==> src/sd_pkg.sv <==
// widths, register map, command codes and timeouts for the SD block reader
// enum types for the status and the three FSMs, CRC7 update step
package sd_pkg;

	typedef logic [31:0] word_t;
	typedef logic [31:0] sector_t;
	typedef logic [31:0] count_t;
	typedef logic [1:0]  reg_addr_t;
	typedef logic [37:0] cmd_frame_t;
	typedef logic [47:0] reply_t;
	typedef logic [6:0]  part_idx_t;
	typedef logic [6:0]  crc7_t;
	typedef logic [15:0] crc16_t;

	typedef enum logic [1:0] {
		STATUS_IDLE  = 2'd0,
		STATUS_READ  = 2'd1,
		STATUS_ERROR = 2'd2
	} status_t;

	typedef enum logic [1:0] {
		S_CTRL_IDLE, S_CTRL_READ_BLOCK, S_CTRL_ADVANCE, S_CTRL_ERROR
	} ctrl_state_t;

	typedef enum logic [3:0] {
		S_CMD_IDLE, S_CMD_PREAMBLE, S_CMD_START_BIT, S_CMD_HOST_BIT, S_CMD_BODY,
		S_CMD_CRC, S_CMD_END_BIT, S_CMD_RELEASE, S_CMD_WAIT_REPLY, S_CMD_REPLY, S_CMD_TAIL
	} cmd_state_t;

	typedef enum logic [2:0] {
		S_DATA_IDLE, S_DATA_START, S_DATA_WORD, S_DATA_SETTLE, S_DATA_PRESENT,
		S_DATA_CRC, S_DATA_END
	} data_state_t;

	localparam reg_addr_t REG_BASE    = 2'd0;
	localparam reg_addr_t REG_SECTOR  = 2'd1;
	localparam reg_addr_t REG_COUNT   = 2'd2;
	localparam reg_addr_t REG_CONTROL = 2'd3;

	localparam logic [1:0] CONTROL_IDLE = 2'd0;
	localparam logic [1:0] CONTROL_READ = 2'd2;

	localparam logic [5:0] CMD_READ_SINGLE = 6'd17;

	localparam int BLOCK_BYTES        = 512;
	localparam int WORD_BITS          = 32;
	localparam int WORDS_PER_BLOCK    = 128;
	localparam int CMD_BODY_BITS      = 38;
	localparam int REPLY_BITS         = 48;
	localparam int CMD_PREAMBLE_ONES  = 8;
	localparam int REPLY_TIMEOUT      = 255;
	localparam int DATA_START_TIMEOUT = 65535;
	localparam int REPLY_TAIL_ONES    = 8;
	localparam int SD_CLK_DIV         = 4;

	// R1 card status bits that flag an error (APP_CMD and AKE_SEQ_ERROR included)
	localparam word_t R1_ERROR_MASK = 32'hfff9_e028;

	// one CRC7 step, register kept bit-reversed so bit 0 goes out first
	function automatic crc7_t crc7_next(crc7_t crc, logic din);
		logic fb;
		fb = din ^ crc[0];
		return {fb, crc[6:5], crc[4] ^ fb, crc[3:1]};
	endfunction

endpackage

==> src/sd_clock_gen.sv <==
// SD clock divider, gated by the engines' requests
// sd_tick marks the phase where the engines sample and drive
module sd_clock_gen (
	input  logic clk,
	input  logic rst_n,
	input  logic cmd_clk_req,
	input  logic data_clk_req,
	input  logic data_hold,
	output logic sd_clk,
	output logic sd_tick
);
	import sd_pkg::*;

	logic [$clog2(SD_CLK_DIV)-1:0] phase;

	// parks at phase zero when nobody needs the clock or a word is waiting
	always_ff @(posedge clk or negedge rst_n) begin
		if (!rst_n) begin
			phase <= '0;
		end else if (phase != '0) begin
			phase <= phase + 1'b1;
		end else if ((cmd_clk_req || data_clk_req) && !data_hold) begin
			phase <= phase + 1'b1;
		end
	end

	// high in the upper half of the period
	assign sd_clk  = phase[$high(phase)];
	assign sd_tick = (phase == '0) && !data_hold;

endmodule

==> src/sd_cmd_engine.sv <==
// command line engine: preamble, 48-bit command with CRC7, then
// waits for and collects the 48-bit reply, with a start-bit timeout
module sd_cmd_engine (
	input  logic              clk,
	input  logic              rst_n,
	input  logic              sd_tick,
	input  logic              cmd_start,
	input  sd_pkg::cmd_frame_t cmd_frame,
	output logic              cmd_done,
	output logic              cmd_timeout,
	output sd_pkg::reply_t    reply,
	output logic              cmd_clk_req,
	output logic              sd_cmd_out,
	output logic              sd_cmd_oe,
	input  logic              sd_cmd_in
);
	import sd_pkg::*;

	cmd_state_t state;
	logic [7:0] cnt;
	cmd_frame_t tx_shift;
	crc7_t      crc;

	always_ff @(posedge clk or negedge rst_n) begin
		if (!rst_n) begin
			state       <= S_CMD_IDLE;
			cnt         <= '0;
			cmd_done    <= 1'b0;
			cmd_timeout <= 1'b0;
			sd_cmd_out  <= 1'b1;
			sd_cmd_oe   <= 1'b0;
		end else begin
			cmd_done    <= 1'b0;
			cmd_timeout <= 1'b0;
			if (state == S_CMD_IDLE) begin
				if (cmd_start) begin
					tx_shift <= cmd_frame;
					cnt      <= '0;
					state    <= S_CMD_PREAMBLE;
				end
			end else if (sd_tick) begin
				case (state)
					S_CMD_PREAMBLE: begin
						sd_cmd_oe  <= 1'b1;
						sd_cmd_out <= 1'b1;
						crc        <= '0;
						if (cnt == 8'(CMD_PREAMBLE_ONES - 1)) begin
							cnt   <= '0;
							state <= S_CMD_START_BIT;
						end else begin
							cnt <= cnt + 8'd1;
						end
					end
					S_CMD_START_BIT: begin
						sd_cmd_out <= 1'b0;
						crc        <= crc7_next(crc, 1'b0);
						state      <= S_CMD_HOST_BIT;
					end
					S_CMD_HOST_BIT: begin
						sd_cmd_out <= 1'b1;
						crc        <= crc7_next(crc, 1'b1);
						state      <= S_CMD_BODY;
					end
					S_CMD_BODY: begin
						sd_cmd_out <= tx_shift[CMD_BODY_BITS-1];
						crc        <= crc7_next(crc, tx_shift[CMD_BODY_BITS-1]);
						tx_shift   <= {tx_shift[CMD_BODY_BITS-2:0], 1'b0};
						if (cnt == 8'(CMD_BODY_BITS - 1)) begin
							cnt   <= '0;
							state <= S_CMD_CRC;
						end else begin
							cnt <= cnt + 8'd1;
						end
					end
					S_CMD_CRC: begin
						sd_cmd_out <= crc[0];
						crc        <= {1'b0, crc[6:1]};
						if (cnt == 8'($bits(crc7_t) - 1)) begin
							cnt   <= '0;
							state <= S_CMD_END_BIT;
						end else begin
							cnt <= cnt + 8'd1;
						end
					end
					S_CMD_END_BIT: begin
						sd_cmd_out <= 1'b1;
						state      <= S_CMD_RELEASE;
					end
					// end bit has been clocked, hand the line to the card
					S_CMD_RELEASE: begin
						sd_cmd_oe <= 1'b0;
						state     <= S_CMD_WAIT_REPLY;
					end
					S_CMD_WAIT_REPLY: begin
						if (!sd_cmd_in) begin
							reply <= {reply[REPLY_BITS-2:0], 1'b0};
							cnt   <= '0;
							state <= S_CMD_REPLY;
						end else if (cnt == 8'(REPLY_TIMEOUT - 1)) begin
							cmd_done    <= 1'b1;
							cmd_timeout <= 1'b1;
							state       <= S_CMD_IDLE;
						end else begin
							cnt <= cnt + 8'd1;
						end
					end
					S_CMD_REPLY: begin
						reply <= {reply[REPLY_BITS-2:0], sd_cmd_in};
						if (cnt == 8'(REPLY_BITS - 2)) begin
							cnt   <= '0;
							state <= S_CMD_TAIL;
						end else begin
							cnt <= cnt + 8'd1;
						end
					end
					S_CMD_TAIL: begin
						if (cnt == 8'(REPLY_TAIL_ONES - 1)) begin
							cmd_done <= 1'b1;
							state    <= S_CMD_IDLE;
						end else begin
							cnt <= cnt + 8'd1;
						end
					end
					default: state <= S_CMD_IDLE;
				endcase
			end
		end
	end

	assign cmd_clk_req = (state != S_CMD_IDLE);

endmodule

==> src/sd_data_reader.sv <==
// DAT0 block receiver for the start bit, 128 words of 32 bits, CRC16 and end bit
// each word is presented and the SD clock held until it is taken
module sd_data_reader (
	input  logic               clk,
	input  logic               rst_n,
	input  logic               sd_tick,
	input  logic               read_start,
	input  logic               sd_dat0_in,
	output sd_pkg::word_t      word,
	output sd_pkg::part_idx_t  part_idx,
	output logic               word_valid,
	input  logic               word_taken,
	output logic               data_hold,
	output logic               data_clk_req,
	output logic               block_done,
	output logic               block_ok
);
	import sd_pkg::*;

	data_state_t state;
	logic [15:0] cnt;
	crc16_t      crc;
	crc16_t      crc_rx;

	// CRC16-CCITT step taken MSB first
	function automatic crc16_t crc16_next(crc16_t c, logic din);
		logic fb;
		fb = din ^ c[15];
		return {c[14:0], 1'b0} ^ (fb ? 16'h1021 : 16'h0000);
	endfunction

	always_ff @(posedge clk or negedge rst_n) begin
		if (!rst_n) begin
			state      <= S_DATA_IDLE;
			cnt        <= '0;
			part_idx   <= '0;
			word_valid <= 1'b0;
			block_done <= 1'b0;
			block_ok   <= 1'b0;
		end else begin
			block_done <= 1'b0;
			case (state)
				S_DATA_IDLE: begin
					if (read_start) begin
						cnt      <= '0;
						crc      <= '0;
						part_idx <= '0;
						state    <= S_DATA_START;
					end
				end
				S_DATA_START: begin
					if (sd_tick) begin
						if (!sd_dat0_in) begin
							cnt   <= '0;
							state <= S_DATA_WORD;
						end else if (cnt == 16'(DATA_START_TIMEOUT - 1)) begin
							block_done <= 1'b1;
							block_ok   <= 1'b0;
							state      <= S_DATA_IDLE;
						end else begin
							cnt <= cnt + 16'd1;
						end
					end
				end
				S_DATA_WORD: begin
					if (sd_tick) begin
						word <= {word[WORD_BITS-2:0], sd_dat0_in};
						crc  <= crc16_next(crc, sd_dat0_in);
						if (cnt == 16'(WORD_BITS - 1)) begin
							cnt   <= '0;
							state <= S_DATA_SETTLE;
						end else begin
							cnt <= cnt + 16'd1;
						end
					end
				end
				// let the running SD clock period finish, so the card puts the
				// next bit out and the hold starts at phase zero
				S_DATA_SETTLE: begin
					if (cnt == 16'(SD_CLK_DIV - 2)) begin
						word_valid <= 1'b1;
						state      <= S_DATA_PRESENT;
					end else begin
						cnt <= cnt + 16'd1;
					end
				end
				S_DATA_PRESENT: begin
					if (word_taken) begin
						word_valid <= 1'b0;
						cnt        <= '0;
						if (part_idx == part_idx_t'(WORDS_PER_BLOCK - 1)) begin
							state <= S_DATA_CRC;
						end else begin
							part_idx <= part_idx + 1'b1;
							state    <= S_DATA_WORD;
						end
					end
				end
				S_DATA_CRC: begin
					if (sd_tick) begin
						crc_rx <= {crc_rx[14:0], sd_dat0_in};
						if (cnt == 16'($bits(crc16_t) - 1)) begin
							state <= S_DATA_END;
						end else begin
							cnt <= cnt + 16'd1;
						end
					end
				end
				S_DATA_END: begin
					if (sd_tick) begin
						block_done <= 1'b1;
						block_ok   <= (crc_rx == crc) && sd_dat0_in;
						state      <= S_DATA_IDLE;
					end
				end
				default: state <= S_DATA_IDLE;
			endcase
		end
	end

	assign data_hold    = word_valid;
	assign data_clk_req = (state != S_DATA_IDLE);

endmodule

==> src/sd_bus_master.sv <==
// Avalon master that writes each received word to memory
// address is the block base plus the word offset, bytes reversed
module sd_bus_master (
	input  logic              clk,
	input  logic              rst_n,
	input  logic              word_valid,
	input  sd_pkg::word_t     word,
	input  sd_pkg::part_idx_t part_idx,
	input  sd_pkg::word_t     mem_base,
	output logic              word_taken,
	output sd_pkg::word_t     avm_address,
	output logic              avm_write,
	output sd_pkg::word_t     avm_writedata,
	input  logic              avm_waitrequest
);

	always_ff @(posedge clk or negedge rst_n) begin
		if (!rst_n) begin
			avm_write <= 1'b0;
		end else if (avm_write) begin
			if (!avm_waitrequest) begin
				avm_write <= 1'b0;
			end
		end else if (word_valid) begin
			avm_write <= 1'b1;
		end
	end

	// payload loads only while no write is outstanding
	always_ff @(posedge clk) begin
		if (!avm_write && word_valid) begin
			avm_address   <= mem_base + {23'd0, part_idx, 2'b00};
			avm_writedata <= {word[7:0], word[15:8], word[23:16], word[31:24]};
		end
	end

	// reader drops word_valid on the next cycle
	assign word_taken = avm_write && !avm_waitrequest;

endmodule

==> src/sd_read_ctrl.sv <==
// host register file and status, per-block CMD17 read sequence
// R1 reply check with a local CRC7, block register advance
module sd_read_ctrl (
	input  logic                clk,
	input  logic                rst_n,
	input  sd_pkg::reg_addr_t   avs_address,
	input  logic                avs_read,
	input  logic                avs_write,
	input  sd_pkg::word_t       avs_writedata,
	output sd_pkg::word_t       avs_readdata,
	output logic                avs_waitrequest,
	output sd_pkg::word_t       mem_base,
	output logic                cmd_start,
	output sd_pkg::cmd_frame_t  cmd_frame,
	input  logic                cmd_done,
	input  logic                cmd_timeout,
	input  sd_pkg::reply_t      reply,
	output logic                read_start,
	input  logic                block_done,
	input  logic                block_ok
);
	import sd_pkg::*;

	ctrl_state_t state;
	status_t     status;
	sector_t     sector;
	count_t      count;
	logic [1:0]  control;
	logic        cmd_seen, cmd_ok, blk_seen, blk_ok;
	crc7_t       crc_calc;
	logic        reply_good;
	logic        cmd_seen_now, cmd_ok_now, blk_seen_now, blk_ok_now;

	// CRC7 over start, transmission, index and argument bits
	function automatic crc7_t reply_crc(reply_t r);
		crc7_t c;
		c = '0;
		for (int i = REPLY_BITS - 1; i >= 8; i--) begin
			c = crc7_next(c, r[i]);
		end
		return c;
	endfunction

	assign crc_calc   = reply_crc(reply);
	assign reply_good = (reply[47:46] == 2'b00) && (reply[45:40] == CMD_READ_SINGLE) &&
		((reply[39:8] & R1_ERROR_MASK) == '0) &&
		(reply[7:1] == {crc_calc[0], crc_calc[1], crc_calc[2], crc_calc[3],
			crc_calc[4], crc_calc[5], crc_calc[6]}) &&
		reply[0];

	// results may arrive in either order or in the same cycle
	assign cmd_seen_now = cmd_seen || cmd_done;
	assign cmd_ok_now   = cmd_done ? (!cmd_timeout && reply_good) : cmd_ok;
	assign blk_seen_now = blk_seen || block_done;
	assign blk_ok_now   = block_done ? block_ok : blk_ok;

	assign avs_waitrequest = (state == S_CTRL_ADVANCE);
	assign avs_readdata    = (avs_read && avs_address == REG_BASE) ? word_t'(status) : '0;

	always_ff @(posedge clk or negedge rst_n) begin
		if (!rst_n) begin
			mem_base <= '0;
			sector   <= '0;
			count    <= '0;
			control  <= CONTROL_IDLE;
		end else if (state == S_CTRL_ADVANCE) begin
			mem_base <= mem_base + word_t'(BLOCK_BYTES);
			sector   <= sector + 1'b1;
			count    <= count - 1'b1;
			if (count == count_t'(1)) begin
				control <= CONTROL_IDLE;
			end
		end else if (avs_write) begin
			case (avs_address)
				REG_BASE:    mem_base <= avs_writedata;
				REG_SECTOR:  sector   <= avs_writedata;
				REG_COUNT:   count    <= avs_writedata;
				REG_CONTROL: control  <= avs_writedata[1:0];
				default:     ;
			endcase
		end
	end

	always_ff @(posedge clk or negedge rst_n) begin
		if (!rst_n) begin
			state      <= S_CTRL_IDLE;
			status     <= STATUS_IDLE;
			cmd_start  <= 1'b0;
			read_start <= 1'b0;
			cmd_seen   <= 1'b0;
			cmd_ok     <= 1'b0;
			blk_seen   <= 1'b0;
			blk_ok     <= 1'b0;
		end else begin
			cmd_start  <= 1'b0;
			read_start <= 1'b0;
			case (state)
				S_CTRL_IDLE: begin
					if (control == CONTROL_READ && count != '0) begin
						cmd_frame  <= {CMD_READ_SINGLE, sector};
						cmd_start  <= 1'b1;
						read_start <= 1'b1;
						status     <= STATUS_READ;
						state      <= S_CTRL_READ_BLOCK;
					end else begin
						status <= STATUS_IDLE;
					end
				end
				S_CTRL_READ_BLOCK: begin
					cmd_seen <= cmd_seen_now;
					cmd_ok   <= cmd_ok_now;
					blk_seen <= blk_seen_now;
					blk_ok   <= blk_ok_now;
					if (cmd_seen_now && blk_seen_now) begin
						cmd_seen <= 1'b0;
						blk_seen <= 1'b0;
						if (cmd_ok_now && blk_ok_now) begin
							state <= S_CTRL_ADVANCE;
						end else begin
							status <= STATUS_ERROR;
							state  <= S_CTRL_ERROR;
						end
					end
				end
				// next block starts from idle if control still says read
				S_CTRL_ADVANCE: state <= S_CTRL_IDLE;
				S_CTRL_ERROR: begin
					if (control == CONTROL_IDLE) begin
						status <= STATUS_IDLE;
						state  <= S_CTRL_IDLE;
					end
				end
				default: state <= S_CTRL_IDLE;
			endcase
		end
	end

endmodule

==> src/sd_block_reader.sv <==
// SD block reader top level: Avalon slave and master, 1-bit SD card pins
// clock gen, command engine, data reader, bus master and controller
module sd_block_reader (
	input  logic              clk,
	input  logic              rst_n,
	input  sd_pkg::reg_addr_t avs_address,
	input  logic              avs_read,
	output sd_pkg::word_t     avs_readdata,
	input  logic              avs_write,
	input  sd_pkg::word_t     avs_writedata,
	output logic              avs_waitrequest,
	output sd_pkg::word_t     avm_address,
	output logic              avm_write,
	output sd_pkg::word_t     avm_writedata,
	input  logic              avm_waitrequest,
	output logic              sd_clk,
	output logic              sd_cmd_out,
	output logic              sd_cmd_oe,
	input  logic              sd_cmd_in,
	input  logic              sd_dat0_in
);
	import sd_pkg::*;

	logic       sd_tick, cmd_clk_req, data_clk_req, data_hold;
	logic       cmd_start, cmd_done, cmd_timeout;
	cmd_frame_t cmd_frame;
	reply_t     reply;
	logic       read_start, block_done, block_ok;
	word_t      word, mem_base;
	part_idx_t  part_idx;
	logic       word_valid, word_taken;

	sd_clock_gen u_clock_gen (
		.clk, .rst_n, .cmd_clk_req, .data_clk_req, .data_hold, .sd_clk, .sd_tick
	);

	sd_cmd_engine u_cmd_engine (
		.clk, .rst_n, .sd_tick, .cmd_start, .cmd_frame, .cmd_done, .cmd_timeout,
		.reply, .cmd_clk_req, .sd_cmd_out, .sd_cmd_oe, .sd_cmd_in
	);

	sd_data_reader u_data_reader (
		.clk, .rst_n, .sd_tick, .read_start, .sd_dat0_in, .word, .part_idx,
		.word_valid, .word_taken, .data_hold, .data_clk_req, .block_done, .block_ok
	);

	sd_bus_master u_bus_master (
		.clk, .rst_n, .word_valid, .word, .part_idx, .mem_base, .word_taken,
		.avm_address, .avm_write, .avm_writedata, .avm_waitrequest
	);

	sd_read_ctrl u_read_ctrl (
		.clk, .rst_n, .avs_address, .avs_read, .avs_write, .avs_writedata,
		.avs_readdata, .avs_waitrequest, .mem_base, .cmd_start, .cmd_frame,
		.cmd_done, .cmd_timeout, .reply, .read_start, .block_done, .block_ok
	);

endmodule

==> config.mk <==
export PLATFORM = sky130hd
export DESIGN_NAME = sd_block_reader
export DESIGN_NICKNAME = d
export VERILOG_FILES = /design/src/sd_pkg.sv /design/src/sd_clock_gen.sv /design/src/sd_cmd_engine.sv /design/src/sd_data_reader.sv /design/src/sd_bus_master.sv /design/src/sd_read_ctrl.sv /design/src/sd_block_reader.sv
export SDC_FILE = /design/constraint.sdc
export NUM_CORES = 1
export LEC_CHECK = 0
export BUFFER_PORTS_ARGS = -buffer_cell sky130_fd_sc_hd__buf_4
export CORE_MARGIN = 2
export CORE_UTILIZATION = 30
export DETAILED_ROUTE_END_ITERATION = 8
export HOLD_SLACK_MARGIN = 0.05
export REMOVE_ABC_BUFFERS = 1
export SLEW_MARGIN = 25
export SYNTH_ARGS = -nofsm -noshare
export SYNTH_HDL_FRONTEND = slang
export SYNTH_SLANG_ARGS = --single-unit
export TNS_END_PERCENT = 30
==> constraint.sdc <==
create_clock -name clk -period 5.25 [get_ports clk]
set_input_delay 0.7875 -clock clk [delete_from_list [all_inputs] [get_ports clk]]
set_output_delay 0.7875 -clock clk [all_outputs]
set_load 0.005 [all_outputs]
======== After elaboration in Yosys (flattened, before gate mapping) ========
Cells that the tools add are included.
cells by class
  add/sub/neg operators ................... 8
  reduce and logical (&&, ||, !) cells .... 75
  equality and inequality tests ........... 68
  multiplexer cells ....................... 118
  bitwise logic cells ..................... 81
operators by type and width
  cell                      number
  $mux W32                  9
  $mux W16                  11
  $mux W38                  4
  $pmux W16 S6              1
  $pmux W48 S2              1
  $mux W8                   10
  $xor A1 B1 Y1             78
  $mux W48                  1
  $pmux W8 S6               1
  $mux W4                   10
  $pmux W4 S10              1
  $mux W3                   12
  $pmux W7 S5               1
  $add A32 B1 Y32 const B   1
  $add A32 B10 Y32 const B  1
  $add A32 B9 Y32           1
  $eq A32 B1 Y1 const B     1
  $logic_not A32 Y1         1
  $pmux W16 S2              1
  $reduce_bool A32 Y1       1
  $sub A32 B1 Y32 const B   1
  $reduce_bool A2 Y1        15
  $mux W1                   29
  $mux W2                   12
  60 further kinds          146
word-level totals
  register bits after elaboration ......... 408
  word-level logic and storage cells ...... 384
  output and inout port bits .............. 101

======== Depth between registers and ports, before layout ========
Gate-level depths: netlist (run 1).
  word-level depth ........................ 28
  depth in mapped cells ................... 13
  gate-level depth less buffers ........... 12

======== Modules after synthesis ========
A second synthesis (run 1) with hierarchy kept.
unflattened totals
  cell total of the unflattened synthesis .. 1,757
  area total of the unflattened synthesis .. 19,775.2 um2
by module, submodules not included
  module          cells each  area an instance (um2)  times used
  sd_read_ctrl    853         8,032.7                 1
  sd_cmd_engine   378         4,630.7                 1
  sd_data_reader  339         4,249.1                 1
  sd_bus_master   173         2,728.9                 1
  sd_clock_gen    14          133.9                   1

======== Worst setup path before layout (run 1) ========
OpenSTA, ideal clock, no wires.
  path type ............................... reg2reg
  from .................................... register u_clock_gen.phase[1]
  to ...................................... register u_cmd_engine.tx_shift[0] (enable)
  cell stages (with the launch flop) ...... 6
  library setup time ...................... 0.542 ns
  setup slack ............................. -0.232 ns
  path buffers ............................ 0
  period minus slack after synthesis ...... 5.482 ns
  arrival ................................. 4.941 ns
  path through ............................ dfrtp_1 inv_1 ha_1 nor2b_1 mux2i_1 nor4b_1
on the way
  cells in the longest elaborated chain, start to end .. 4
ends and longest elaborated chain
  element                       RTL line             text
  start, declared               sd_clock_gen.sv:14   logic [$clog2(SD_CLK_DIV)-1:0] phase;
  start signal, assigned        sd_clock_gen.sv:21   phase <= phase + 1'b1;
  start signal, assigned        sd_clock_gen.sv:23   phase <= phase + 1'b1;
  $logic_not A2 Y1              sd_clock_gen.sv:29   assign sd_tick = (phase == '0) && !data_hold;
  $logic_and A1 B1 Y1           sd_clock_gen.sv:29
  $reduce_bool A2 Y1 (no line)  n/a
  $reduce_and A4 Y1 (no line)   n/a
  end signal, assigned          sd_cmd_engine.sv:37  tx_shift <= cmd_frame;
  end signal, assigned          sd_cmd_engine.sv:67  tx_shift <= {tx_shift[CMD_BODY_BITS-2:0], 1'b0};
  end, declared                 sd_cmd_engine.sv:21  cmd_frame_t tx_shift;
Every way passes these cells.
A chain may end at the register's enable or synchronous reset.

======== Worst setup path in the final report (run 1) ========
  from .................................... register u_read_ctrl.state[0]
  to ...................................... output avs_waitrequest
on the way
  cells in the longest elaborated chain, start to end .. 1
ends and longest elaborated chain
  element                 RTL line               text
  start, declared         sd_read_ctrl.sv:24     ctrl_state_t state;
  start signal, assigned  sd_read_ctrl.sv:86     state <= S_CTRL_IDLE;
  start signal, assigned  sd_read_ctrl.sv:104    state <= S_CTRL_READ_BLOCK;
  start signal, assigned  sd_read_ctrl.sv:118    state <= S_CTRL_ADVANCE;
  $eq A2 B2 Y1            sd_read_ctrl.sv:57     assign avs_waitrequest = (state == S_CTRL_ADVANCE);
  end, declared           sd_block_reader.sv:11  output logic avs_waitrequest,
Every way passes these cells.

==> impl_results.md, run 1 <==
- Status: complete, no violations
- Slowest cell on crit path: buf_4
- Worst Setup End Kind: output port
- #FFs+latches synth: just over 400
- Syn Inst Count: about 1600
- Post-place setup slack: ~1.9 ns
- Crit Path Class: reg2out
- PortBufs: about 110
- Maxcap violations: 0
- P_int: 6.23 mW
- CTS Buffer Depth: 3
- Num rows: 92
- Tot GR Track Use: between 10% and 20%
- Nets: 1799
- Final slew viol count: 0
- Crit path buf inv count: 4
- CTS Buf Count: 44
- Root Driver: clkbuf_16
- Critical Path RT: between 4 and 5 ns
- Worst hold stages: 2
- TritonCTS clock tree: yes
- Most frequent cells in the layout: edfxtp_1 (253), nor2_1 (157), dfrtp_1 (154), nand2_1 (145), buf_4 (124)
- Max stage delay on crit path: between 0.4 and 0.5 ns
- Initial antenna violation count: 3
- Placed Cells incl. Taps: 2537
- H-tree depth: 2
- Die area: 65900 µm²
- Wirelength per Cell: between 15 and 20 µm
- Hold WS: ~0.41 ns
- Setup ws final: between 1.5 and 2 ns
- LEAKAGE: between 8 and 9 nW
- Hold Crit Endpoint: u_bus_master.avm_write$_DFF_PN0_
- Largest net degree at the start of global routing: 78
- P per Cell Area: 389 nW/µm²
- Share of layout cells above drive strength 1: roughly 15%
- Combinational power share: 15.2%
- Worst-margin pin slew: 0.977 ns
- Fin. Hold Viols: 0
- Final std cells w/o fill: around 2600
- Hold path startpoint: avm_waitrequest
- Detailed-route via count: 12993
- Crit path cell chain: nand2b_2, buf_4, inv_1, buf_4, buf_4
- Resized cells post-CTS: 0
- Minimum clock period: 3.46 ns
- DRT Pass-1 Iters: 5
- Die span in y: around 260 µm
- R2r setup slk: 1.94 ns
- Clk_lat worst skew: approximately 0.6 ns
- DRC viols: 0
- Worst vdd ir: around 0.00017 V
- Net Switching: 2.48 mW
- Reg2reg start: u_data_reader.state[2]$_DFFE_PN0P_
- Ys async rst share: 38.0%
- Final setup vio count: 0
- # clock sinks: between 400 and 500
- First-pass GRT wire length: slightly above 70 mm
- Starting Density: ~30%
- Commonest non-fill, non-tap cell in the layout: edfxtp_1
- Mapped Area: 19200 µm²
- Mean area per synthesized cell: around 12 µm²
- Hold WC Path Type: in2reg
- Post-Route WL: between 40 and 50 mm
- RR Endpoint: u_data_reader.crc[11]$_SDFFCE_PN0P_
- GPL Wtd Cong: ~0.85
- Crit path from: u_read_ctrl.state[0]$_DFFE_PN0P_
- Sequential element share of the synthesized area: roughly three fifths
- Vias in the first global route: ~13000
- CP max FO: 51
- Area delta synth->final: 16.8%
- Die W: between 200 and 300 µm
- Final instance area: 22400 µm²
- Netlist cell types: 74
- Family with the most delay on the worst path: buffers and inverters
- Relative slew slack: 34.8%
- Vias per inst: between 4 and 5
- Max Fclk: 0.289 GHz
- Post-synth EDFFs: ~250
- Antenna viol nets, final: 0
- Total global routing overflow: 0
- Yosys warns: 0
- Ports: 142
- Crit path DAT: between 2 and 3 ns
- Placement Cell Area: approximately 21000 µm²
- Clock share of power: between 30% and 40%
- Core footprint: about 63000 µm²
- Fill cells: a little over 6000
- Sw Share: around 29%
- Most used DFF post-synth: edfxtp_1
- Final worst clock skew: 0.0246 ns
- Reg clk slew, reported paths: 0.06 ns
- DR iter-0 viols: 992
- Startpoint types: register
- DP Wirelength: about 30 mm
- Final period util: roughly two thirds
- RSZ-0062 raised after global routing: false
- Flop pwr share: between 40 and 50%
- CP most frequent cell: buf_4
- Worst r2r path cells: 4
## cell type report
class                           instances  area [µm²]  area share [%]
Sequential cell                       408       11500            51.3
Multi-Input combinational cell       1121        7240            32.3
Clock buffer                           58        1290            5.76
Tap cell                              846        1060            4.73
Timing Repair Buffer                  127         963            4.31
Clock inverter                         24         215           0.962
Inverter                               36         135           0.604
Antenna cell                            1        2.50          0.0112
## cells in the mapped netlist, types with 6 or more instances
cell / instances / area, µm²
buf_4: 30 / 225
nor3b_1: 7 / 52.6
edfxtp_1: 253 / 7600
a211oi_1: 28 / 210
nor3_1: 28 / 140
o22ai_1: 8 / 50.1
and2_1: 16 / 100
xnor2_1: 68 / 596
or2_2: 9 / 56.3
o31ai_1: 20 / 150
or3_1: 9 / 56.3
nand2_1: 145 / 544
nor2_1: 160 / 601
mux2_2: 36 / 405
o21ai_0: 102 / 510
ha_1: 19 / 238
and3_1: 37 / 231
nand2b_1: 18 / 113
a31oi_1: 13 / 81.3
nor4_1: 22 / 138
a21o_1: 7 / 52.6
a311oi_1: 20 / 175
nor2b_1: 20 / 125
a221o_1: 7 / 70.1
nand4_1: 22 / 138
nand3_1: 50 / 250
inv_1: 36 / 135
clkbuf_1: 59 / 221
dfrtp_1: 154 / 3850
mux2i_1: 6 / 60.1
or4_1: 8 / 60.1
xnor3_1: 10 / 225
a21oi_1: 77 / 385
nand3b_1: 6 / 45.0
xor2_1: 37 / 324
## worst max path at each step
stage	to	slack, ns	depth (start not counted)
finish	avs_waitrequest	1.79	5
CTS	avs_waitrequest	1.77	5
floorplan	u_cmd_engine.tx_shift[0]$_SDFFCE_PN0P_	-0.24	5
detailed placement	u_data_reader.crc[3]$_SDFFCE_PN0P_	1.87	4
global placement	u_data_reader.crc[4]$_SDFFCE_PN0P_	2.09	4
global route	u_data_reader.crc[4]$_SDFFCE_PN0P_	1.57	4
## layer usage
layer	wire [µm]	global-route usage, %	vias to the layer above
met5	11	0	-
met4	1600	5.56	2
met1	19600	17.8	6374
met3	2490	2.51	95
met2	20700	21.0	368
li1	-	-	6154
## per-stage QoR
step / TNS (ns) / power, mW / util, %
2_1_floorplan: -9.04 / 5.03 / -
3_3_place_gp: 0 / 5.55 / 33.1
3_5_place_dp: 0 / 5.60 / 33.1
4_1_cts: 0 / 8.82 / 35.5
5_1_grt: 0 / 9.12 / 35.5
6_report: 0 / 8.71 / 35.5
## kinds of logic after synthesis
kind of cell,count (synthesis),share of synthesized area [%]
flip-flops,408,59.9
XOR/XNOR,129,7.59
AO/OA/AOI/OAI,331,11.2
buffers and inverters,130,3.13
other,1,0.0196
AND/OR/NAND/NOR,569,14.4
multiplexers,42,2.43
adder cells (fa/ha/maj),20,1.34
## state kept, by name, indices dropped and copies added (netlist names), 2 cells and up
name / flops
u_data_reader.crc: 16
u_read_ctrl.cmd_frame: 32
u_data_reader.part_idx: 7
u_cmd_engine.crc: 7
u_read_ctrl.count: 32
u_read_ctrl.sector: 32
u_cmd_engine.state: 4
u_cmd_engine.tx_shift: 38
u_clock_gen.phase: 2
u_data_reader.state: 3
u_read_ctrl.status: 2
u_data_reader.crc_rx: 16
u_bus_master.avm_writedata: 32
u_data_reader.word: 32
u_read_ctrl.control: 2
u_bus_master.avm_address: 32
u_cmd_engine.reply: 48
u_data_reader.cnt: 16
u_read_ctrl.state: 2
u_read_ctrl.mem_base: 32
u_cmd_engine.cnt: 8
## worst reg2reg max path: stages (launching register included)
cell and delay (ns):
dfrtp_1 0.62, nor2_1 0.70, nand2_1 0.28, nor2_4 0.79
a21o_1 0.56
## power by group through the flow
stage	clock network [mW]	registers [mW]	logic (mW)
2_1_floorplan	0	4.20	0.824
3_3_place_gp	0	4.26	1.29
3_5_place_dp	0	4.27	1.33
4_1_cts	3.26	4.22	1.34
5_1_grt	3.36	4.28	1.48
6_report	3.17	4.22	1.32
## what timing repair did
item | CTS | global route
endpoints found under the hold margin | 17 | 0
setup buffers | 0 | 0
hold buffers | 1 | 0
No activity file was read; power rests on OpenSTA's default activity.
==> inputs of run 2 (changes only) <==
ABC_AREA = 1   (was default)
clock period = 3.25 ns   (was 5.25 ns; I/O delays follow)
==> run 2 against run 1 <==
Clock skew shrank 0.0059 ns. Synthesized area grew 5.0%. Combinational power shrank 18%. Cell count grew 25%. Critical path type is now reg2reg. Count of clock-buffer cells in the layout grew 2. Setup slack lost 1.6 ns. Critical path depth grew 16. Synthesized cell count grew 36%. Die area grew 5.0%. Clock power grew 72%.
==> impl_results.md, run 2 <==
- CTS Buf Count: 45 (+2.3%)
- Antenna viol nets, final: 0 (unchanged)
- Relative slew slack: 49.0% (+14 points)
- RSZ-0062 raised after global routing: true
- Reg clk slew, reported paths: 0.06 ns (about the same)
- Fill cells: 6639 (+7.1%)
- Final slew viol count: 0 (unchanged)
- Crit path DAT: 3.49 ns (+0.82 ns)
- Minimum clock period: a little over 3 ns
- Largest cells by area after synthesis: edfxtp_1 (38%), dfrtp_1 (19%), nand2_1 (9.2%)
- Worst Setup End Kind: register
- P per Cell Area: 531 nW/µm² (+36%)
- Multiplexer share of the synthesized area: 0.0497% (-2.4 points)
- Top cell type's share of synthesized area: 37.7% (-1.9 points)
- PortBufs: 111 (unchanged)
- First-pass GRT wire length: 79.4 mm (+12%)
- Nets: 2442 (+36%)
- Post-synthesis simple-gate area fraction: 22.6% (+8.2 points)
- Status: complete, no violations
- Largest net degree at the start of global routing: 122 (+56%)
- Ys async rst share: 38.0% (unchanged)
- DRT Pass-1 Iters: 5 (unchanged)
- Post-Route WL: 49.8 mm (+12%)
- Detailed-route via count: 15741 (+21%)
- Top cells by instance count after synthesis: nand2_1 (493), inv_1 (287), nor2_1 (255), edfxtp_1 (253), dfrtp_1 (154)
- Mapped Area: 20100 µm² (+5.0%)
- Tot GR Track Use: 14.1% (+0.81 points)
- Syn Inst Count: 2223 (+36%)
- Share of layout cells above drive strength 1: 13.0% (-2.4 points)
- Core footprint: 66100 µm² (+4.8%)
- DP Wirelength: 35.9 mm (+17%)
- DR iter-0 viols: 1310 (+32%)
- Starting Density: 30.5% (+0.074 points)
- Netlist cell types: 56 (-24%)
- #FFs+latches synth: 408 (unchanged)
- Most used DFF post-synth: edfxtp_1
- Fin. Hold Viols: 0 (unchanged)
- Max Fclk: 0.329 GHz
- CP max FO: 3 (-94%)
- ANT cells: 0 (-1)
- Maxcap violations: 0 (unchanged)
- Post-Synth XOR/XNOR Area: 2.65% (-4.9 points)
- Ports: 142 (unchanged)
- Final period util: between 90% and 100%
- Worst vdd ir: 0.000344 V (+100%)
- Die area: 69200 µm² (+5.0%)
- Initial antenna violation count: 2 (-1)
- Commonest non-fill, non-tap cell in the layout: nand2_1
- Area delta synth->final: 18.4%
- Compound-Gate Fraction of Synth Area: 8.93% (-2.3 points)
- Most frequent cells in the layout: nand2_1 (487), inv_1 (287), edfxtp_1 (253), nor2_1 (246), dfrtp_1 (154)
- Most frequent cell after synthesis: nand2_1
- Largest Register: u_cmd_engine.reply
- DRC viols: 0 (unchanged)
- Sequential element share of the synthesized area: 57.0% (-2.9 points)
- Hold WS: 0.164 ns (-0.243 ns)
- Critical Path RT: 3.70 ns (-0.76 ns)
- Sequential standard cell area: 11500 µm² (unchanged)
- Crit Path Class: reg2reg
- Root Driver: clkbuf_16
- GPL Wtd Cong: 0.881 (+3.6%)
- Startpoint types: register
- CTS Buffer Depth: 3 (unchanged)
- Vias per inst: 4.80 (-3.2%)
- Final setup vio count: 0 (unchanged)
- Hold WC Path Type: in2reg
- Clk_lat worst skew: 0.59 ns (about the same)
- Vias in the first global route: 15008 (+18%)
- Num rows: 94 (+2.2%)
- Top flop regs: u_cmd_engine.reply (48), u_cmd_engine.tx_shift (38)
- LEAKAGE: 10.3 nW (+23%)
- Total global routing overflow: 0 (unchanged)
- Final worst clock skew: 0.0187 ns (-0.00588 ns)
- Synth Area in Adders: 1.28% (-0.065 points)
- Post-synth EDFFs: 253 (unchanged)
- Max FFs per register: 48 (unchanged)
- Largest family of logic cells by synthesized area: simple AND/OR/NAND/NOR gates
- Die W: 263 µm (+2.5%)
- Yosys warns: 0 (unchanged)
- Die span in y: 263 µm (+2.5%)
- Multi-input logic area: 7390 µm² (+2.1%)
- Cell taking the most area after synthesis: edfxtp_1
- Post-place setup slack: 0.257 ns (-1.61 ns)
- Final setup TNS: 0 ns (unchanged)
- Mean area per synthesized cell: 9.06 µm² (-23%)
- H-tree depth: 2 (unchanged)
- Power Total: 12.7 mW (+45%)
- Setup ws final: 0.210 ns (-1.58 ns)
- Worst-margin pin slew: 0.763 ns (-0.214 ns)
- TritonCTS clock tree: yes
- # clock sinks: 408 (unchanged)
- Wirelength per Cell: 15.2 µm (-10%)
-- run 2: area by class of cell --
| type | instances | area share, % |
|---|---|---|
| inverters | 297 | 4.68 |
| multi-input cells | 1474 | 31.0 |
| clock inverters | 23 | 1.31 |
| well taps | 864 | 4.54 |
| clock buffers | 60 | 5.30 |
| flip-flops and latches | 408 | 48.2 |
| repair buffers | 155 | 5.01 |
-- run 2: path summary, 6_finish.rpt --
kind                                                    from                                      end  slack [ns]  cells past startpoint
min in group asynchronous                              rst_n          u_cmd_engine.cmd_done$_DFF_PN0_        0.33                      2
min reg2reg                 u_data_reader.word[31]$_DFFE_PP_  u_bus_master.avm_writedata[7]$_DFFE_PP_        0.43                      0
max reg2reg                u_read_ctrl.sector[1]$_DFFE_PN0P_       u_read_ctrl.sector[30]$_DFFE_PN0P_        0.21                     21
max in group asynchronous                              rst_n           u_read_ctrl.blk_ok$_DFFE_PN0P_        2.02                      3
min                                        avs_writedata[30]     u_read_ctrl.mem_base[30]$_DFFE_PN0P_        0.16                      3
max                        u_read_ctrl.sector[1]$_DFFE_PN0P_       u_read_ctrl.sector[30]$_DFFE_PN0P_        0.21                     21
-- run 2: metrics by stage --
stage	util (%)	instance area, µm²	std cells
finish	36.1	23800	3281
global route	36.1	23800	3281
CTS	35.8	23700	3270
detailed placement	33.4	22100	3186
global placement	33.4	22100	3186
floorplan	-	19900	2179
-- run 2: critical path, stage by stage (launching register included) --
cell and delay [ns]:
dfrtp_1 0.37, ha_2 0.21, nand2_2 0.06, inv_2 0.08
nand2_4 0.06, nor2_4 0.12, nand3_2 0.10, nor2_4 0.13
nand2_2 0.08, nor2_4 0.13, nand2_2 0.07, nor2_2 0.13
nand4_1 0.13, nor2_1 0.17, nand4_1 0.17, nor2_2 0.16
nand4_1 0.16, nor2_2 0.19, buf_4 0.13, nand4_1 0.06
nand3_1 0.11, a31oi_1 0.08
-- run 2: kinds of logic (layout without fill, tap and decap cells) --
logic type,after synthesis,after routing
mux,1,1
compound gates,307,307
flops,408,408
xor+xnor,61,61
simple gates,1055,1055
other cells,1,30
fa+ha+maj,20,20
buf+inv,370,535
-- run 2: where the power goes --
| group | leakage (nW) | switching, mW | total (mW) | internal (mW) |
|---|---|---|---|---|
| logic | 5.27 | 0.655 | 1.08 | 0.427 |
| clock network | 0.757 | 2.16 | 5.46 | 3.29 |
| registers | 4.23 | 0.298 | 6.12 | 5.82 |
| total | 10.3 | 3.12 | 12.7 | 9.54 |
-- run 2: timing repair --
action / in CTS / in global routing
buffers inserted: 0 / 11
endpoints found under the setup margin: 0 / 6
hold endpoints to repair: 7 / 0
hold buffers: 1 / 0
resized for setup: 0 / 24
-- run 2: metal layers --
metal | part of all wire (%) | track usage [%] | routed length, µm
met5 | 0.036 | 0 | 18
met4 | 2.4 | 4.09 | 1190
met3 | 6.2 | 2.71 | 3100
met2 | 45 | 22.2 | 22400
met1 | 46 | 19.6 | 23000
==> inputs of run 3 (changes only) <==
BUFFER_PORTS_ARGS = -buffer_cell sky130_fd_sc_hd__buf_2   (was -buffer_cell sky130_fd_sc_hd__buf_4)
CORE_MARGIN = 8   (was 2)
==> run 3 against run 2 <==
Critical path depth unchanged. Setup slack better by 0.11 ns. Utilization shrank 0.67 points. First-iteration DRC count fell by 13%. Sequential power hardly changed. Maximum frequency up 3.9%. Global-route usage shrank 1.4 points. Total power is essentially flat. Register-to-register slack improved by 0.11 ns. Cell count rose by 0.37%. Largest power group unchanged. Highest routed layer unchanged. Flip-flop and latch count did not move. Die area grew 9.3%.
==> impl_results.md, run 3 (same netlist as run 2, synthesis figures left out) <==
- Status: complete, no violations
- DRT Pass-1 Iters: 5 (unchanged)
- First-pass GRT wire length: 77.7 mm (-2.2%)
- Detailed-route via count: 15398 (-2.2%)
- Final setup vio count: 0 (unchanged)
- Crit path cell chain: ha_1, nand2_1, inv_2, nand2_1, nor2_2, nand3_1, nor2_2, nand2_1, nor2_2, nand2_1, nor2_2, nand4_1, nor2_1, nand4_1, nor2_1, nand4_1, nor2_2, nand3_1, nand2_1, nand3_1, a31oi_1
- Share of layout cells above drive strength 1: 13.6% (+0.61 points)
- Die area: 75700 µm² (+9.3%)
- Core footprint: 66800 µm² (+1.1%)
- Vias in the first global route: 14607 (-2.7%)
- Placement Cell Area: 21800 µm² (-1.0%)
- Maxcap violations: 0 (unchanged)
- Max Fclk: 0.342 GHz (+3.9%)
- Tot GR Track Use: 12.6% (-1.4 points)
- Reg clk slew, reported paths: 0.06 ns (about the same)
- Vias per inst: 4.68 (-2.5%)
- Most frequent cells in the layout: nand2_1 (479), inv_1 (287), edfxtp_1 (253), nor2_1 (245), dfrtp_1 (154)
- Total global routing overflow: 0 (unchanged)
- Clk_lat worst skew: 0.60 ns (about the same)
- Die W: 275 µm (+4.6%)
- Final period util: 90.1% (-3.5 points)
- DP Wirelength: 35.4 mm (-1.2%)
- Slowest cell on crit path: dfrtp_1
- Initial antenna violation count: 2 (unchanged)
- Power Total: 12.7 mW (about the same)
- Largest Register: u_cmd_engine.reply
- Critical Path RT: 3.75 ns (+0.05 ns)
- Wirelength per Cell: 14.8 µm (-2.2%)
- P per Cell Area: 535 nW/µm² (+0.80%)
- CTS Buffer Depth: 3 (unchanged)
- Worst vdd ir: 0.000340 V (-1.1%)
- Final slew viol count: 0 (unchanged)
- Worst-margin pin slew: 0.952 ns (+0.189 ns)
- Crit Path Class: reg2reg
- Starting Density: 30.1% (-0.32 points)
- Hold WC Path Type: in2reg
- Startpoint types: register
- Post-place setup slack: 0.355 ns (+0.0977 ns)
- Final instance area: 23600 µm² (-0.82%)
- Final std cells w/o fill: 3293 (+0.37%)
- Fin. Hold Viols: 0 (unchanged)
- Final worst clock skew: 0.0302 ns (+0.0115 ns)
- DRC viols: 0 (unchanged)
- # clock sinks: 408 (unchanged)
- CP max FO: 4 (+1)
- Ports: 142 (unchanged)
- Relative slew slack: 35.7% (-13 points)
- Worst Setup End Kind: register
- Placed Cells incl. Taps: 3200 (+0.44%)
- Hold WS: 0.158 ns (-0.00568 ns)
- LEAKAGE: 10.2 nW (-0.47%)
- Die span in y: 275 µm (+4.6%)
- Max FFs per register: 48 (unchanged)
- Family with the most delay on the worst path: simple AND/OR/NAND/NOR gates
- CTS Buf Count: 44 (-2.2%)
- Setup ws final: 0.323 ns (+0.113 ns)
- DR iter-0 viols: 1143 (-13%)
- Layout Utilization: 35.4% (-0.67 points)
- GPL Wtd Cong: 0.892 (+1.2%)
- Max stage delay on crit path: 0.38 ns (about the same)
- Final setup TNS: 0 ns (unchanged)
- TritonCTS clock tree: yes
- Area delta synth->final: 17.4%
- Crit path DAT: 3.43 ns (-0.06 ns)
- Post-Route WL: 48.9 mm (-1.8%)
- Top flop regs: u_cmd_engine.reply (48), u_cmd_engine.tx_shift (38)
- Nets: 2444 (+0.082%)
- Antenna viol nets, final: 0 (unchanged)
- Minimum clock period: 2.93 ns (-0.113 ns)
- Root Driver: clkbuf_16
- H-tree depth: 2 (unchanged)
- Crit path buf inv count: 1 (-1)
- Commonest non-fill, non-tap cell in the layout: nand2_1
- PortBufs: 111 (unchanged)
- Num rows: 95 (+1.1%)
- Largest net degree at the start of global routing: 93 (-24%)
-- run 3: changes by cell type in the layout (fill, tap and decap cells not counted), moves of 5 or more --
cell / previous run / this run
buf_2: 0 / 110
buf_4: 151 / 44
nand2_2: 45 / 54
nand2_1: 487 / 479
clkinv_1: 9 / 4
clkinv_2: 2 / 7
nand3_2: 15 / 10
-- run 3: report_power, final --
group,switching (mW),internal [mW],total (mW)
registers,0.288,5.82,6.11
clock network,2.19,3.33,5.52
logic,0.643,0.382,1.03
-- run 3: worst reg2reg max path, cell delays in order, from the launching register on --
cell     delay [ns]
dfrtp_1        0.38
ha_1           0.17
nand2_1        0.07
inv_2          0.05
nand2_1        0.09
nor2_2         0.11
nand3_1        0.11
nor2_2         0.11
nand2_1        0.08
nor2_2         0.13
nand2_1        0.10
nor2_2         0.11
nand4_1        0.13
nor2_1         0.16
nand4_1        0.14
nor2_1         0.16
nand4_1        0.19
nor2_2         0.21
nand3_1        0.08
nand2_1        0.06
nand3_1        0.06
a31oi_1        0.14
-- run 3: layer usage --
layer / GRT usage, % / vias up / routed length [µm]
met4: 3.04 / 2 / 876
met5: 0 / - / 13
met1: 17.9 / 7280 / 23500
met3: 2.77 / 68 / 2840
met2: 19.6 / 345 / 21600
li1: - / 7703 / -
-- run 3: worst paths after layout --
path | start | end | slack [ns] | cells past startpoint
max in group asynchronous | rst_n | u_read_ctrl.count[27]$_DFFE_PN0P_ | 1.94 | 3
min in group asynchronous | rst_n | u_read_ctrl.mem_base[2]$_DFFE_PN0P_ | 0.46 | 2
setup / recovery | u_read_ctrl.sector[0]$_DFFE_PN0P_ | u_read_ctrl.sector[30]$_DFFE_PN0P_ | 0.32 | 21
hold / removal | avs_writedata[30] | u_read_ctrl.mem_base[30]$_DFFE_PN0P_ | 0.16 | 3
hold reg to reg | u_data_reader.word[31]$_DFFE_PP_ | u_bus_master.avm_writedata[7]$_DFFE_PP_ | 0.42 | 0
setup reg to reg | u_read_ctrl.sector[0]$_DFFE_PN0P_ | u_read_ctrl.sector[30]$_DFFE_PN0P_ | 0.32 | 21
-- run 3: what timing repair did --
item / 4_1_cts / 5_1_grt
hold buffers: 1 / 0
resized for setup: 0 / 24
setup endpoints to repair: 0 / 7
endpoints found under the hold margin: 31 / 0
setup buffers: 0 / 9
-- run 3: final cells by class --
| type | instances | area (µm²) |
|---|---|---|
| Fill cell | 6815 | 43200 |
| Sequential cell | 408 | 11500 |
| Multi-Input combinational cell | 1474 | 7380 |
| Clock buffer | 57 | 1260 |
| Inverter | 297 | 1110 |
| Tap cell | 873 | 1090 |
| Timing Repair Buffer | 158 | 942 |
| Clock inverter | 25 | 370 |
| Antenna cell | 1 | 2.50 |
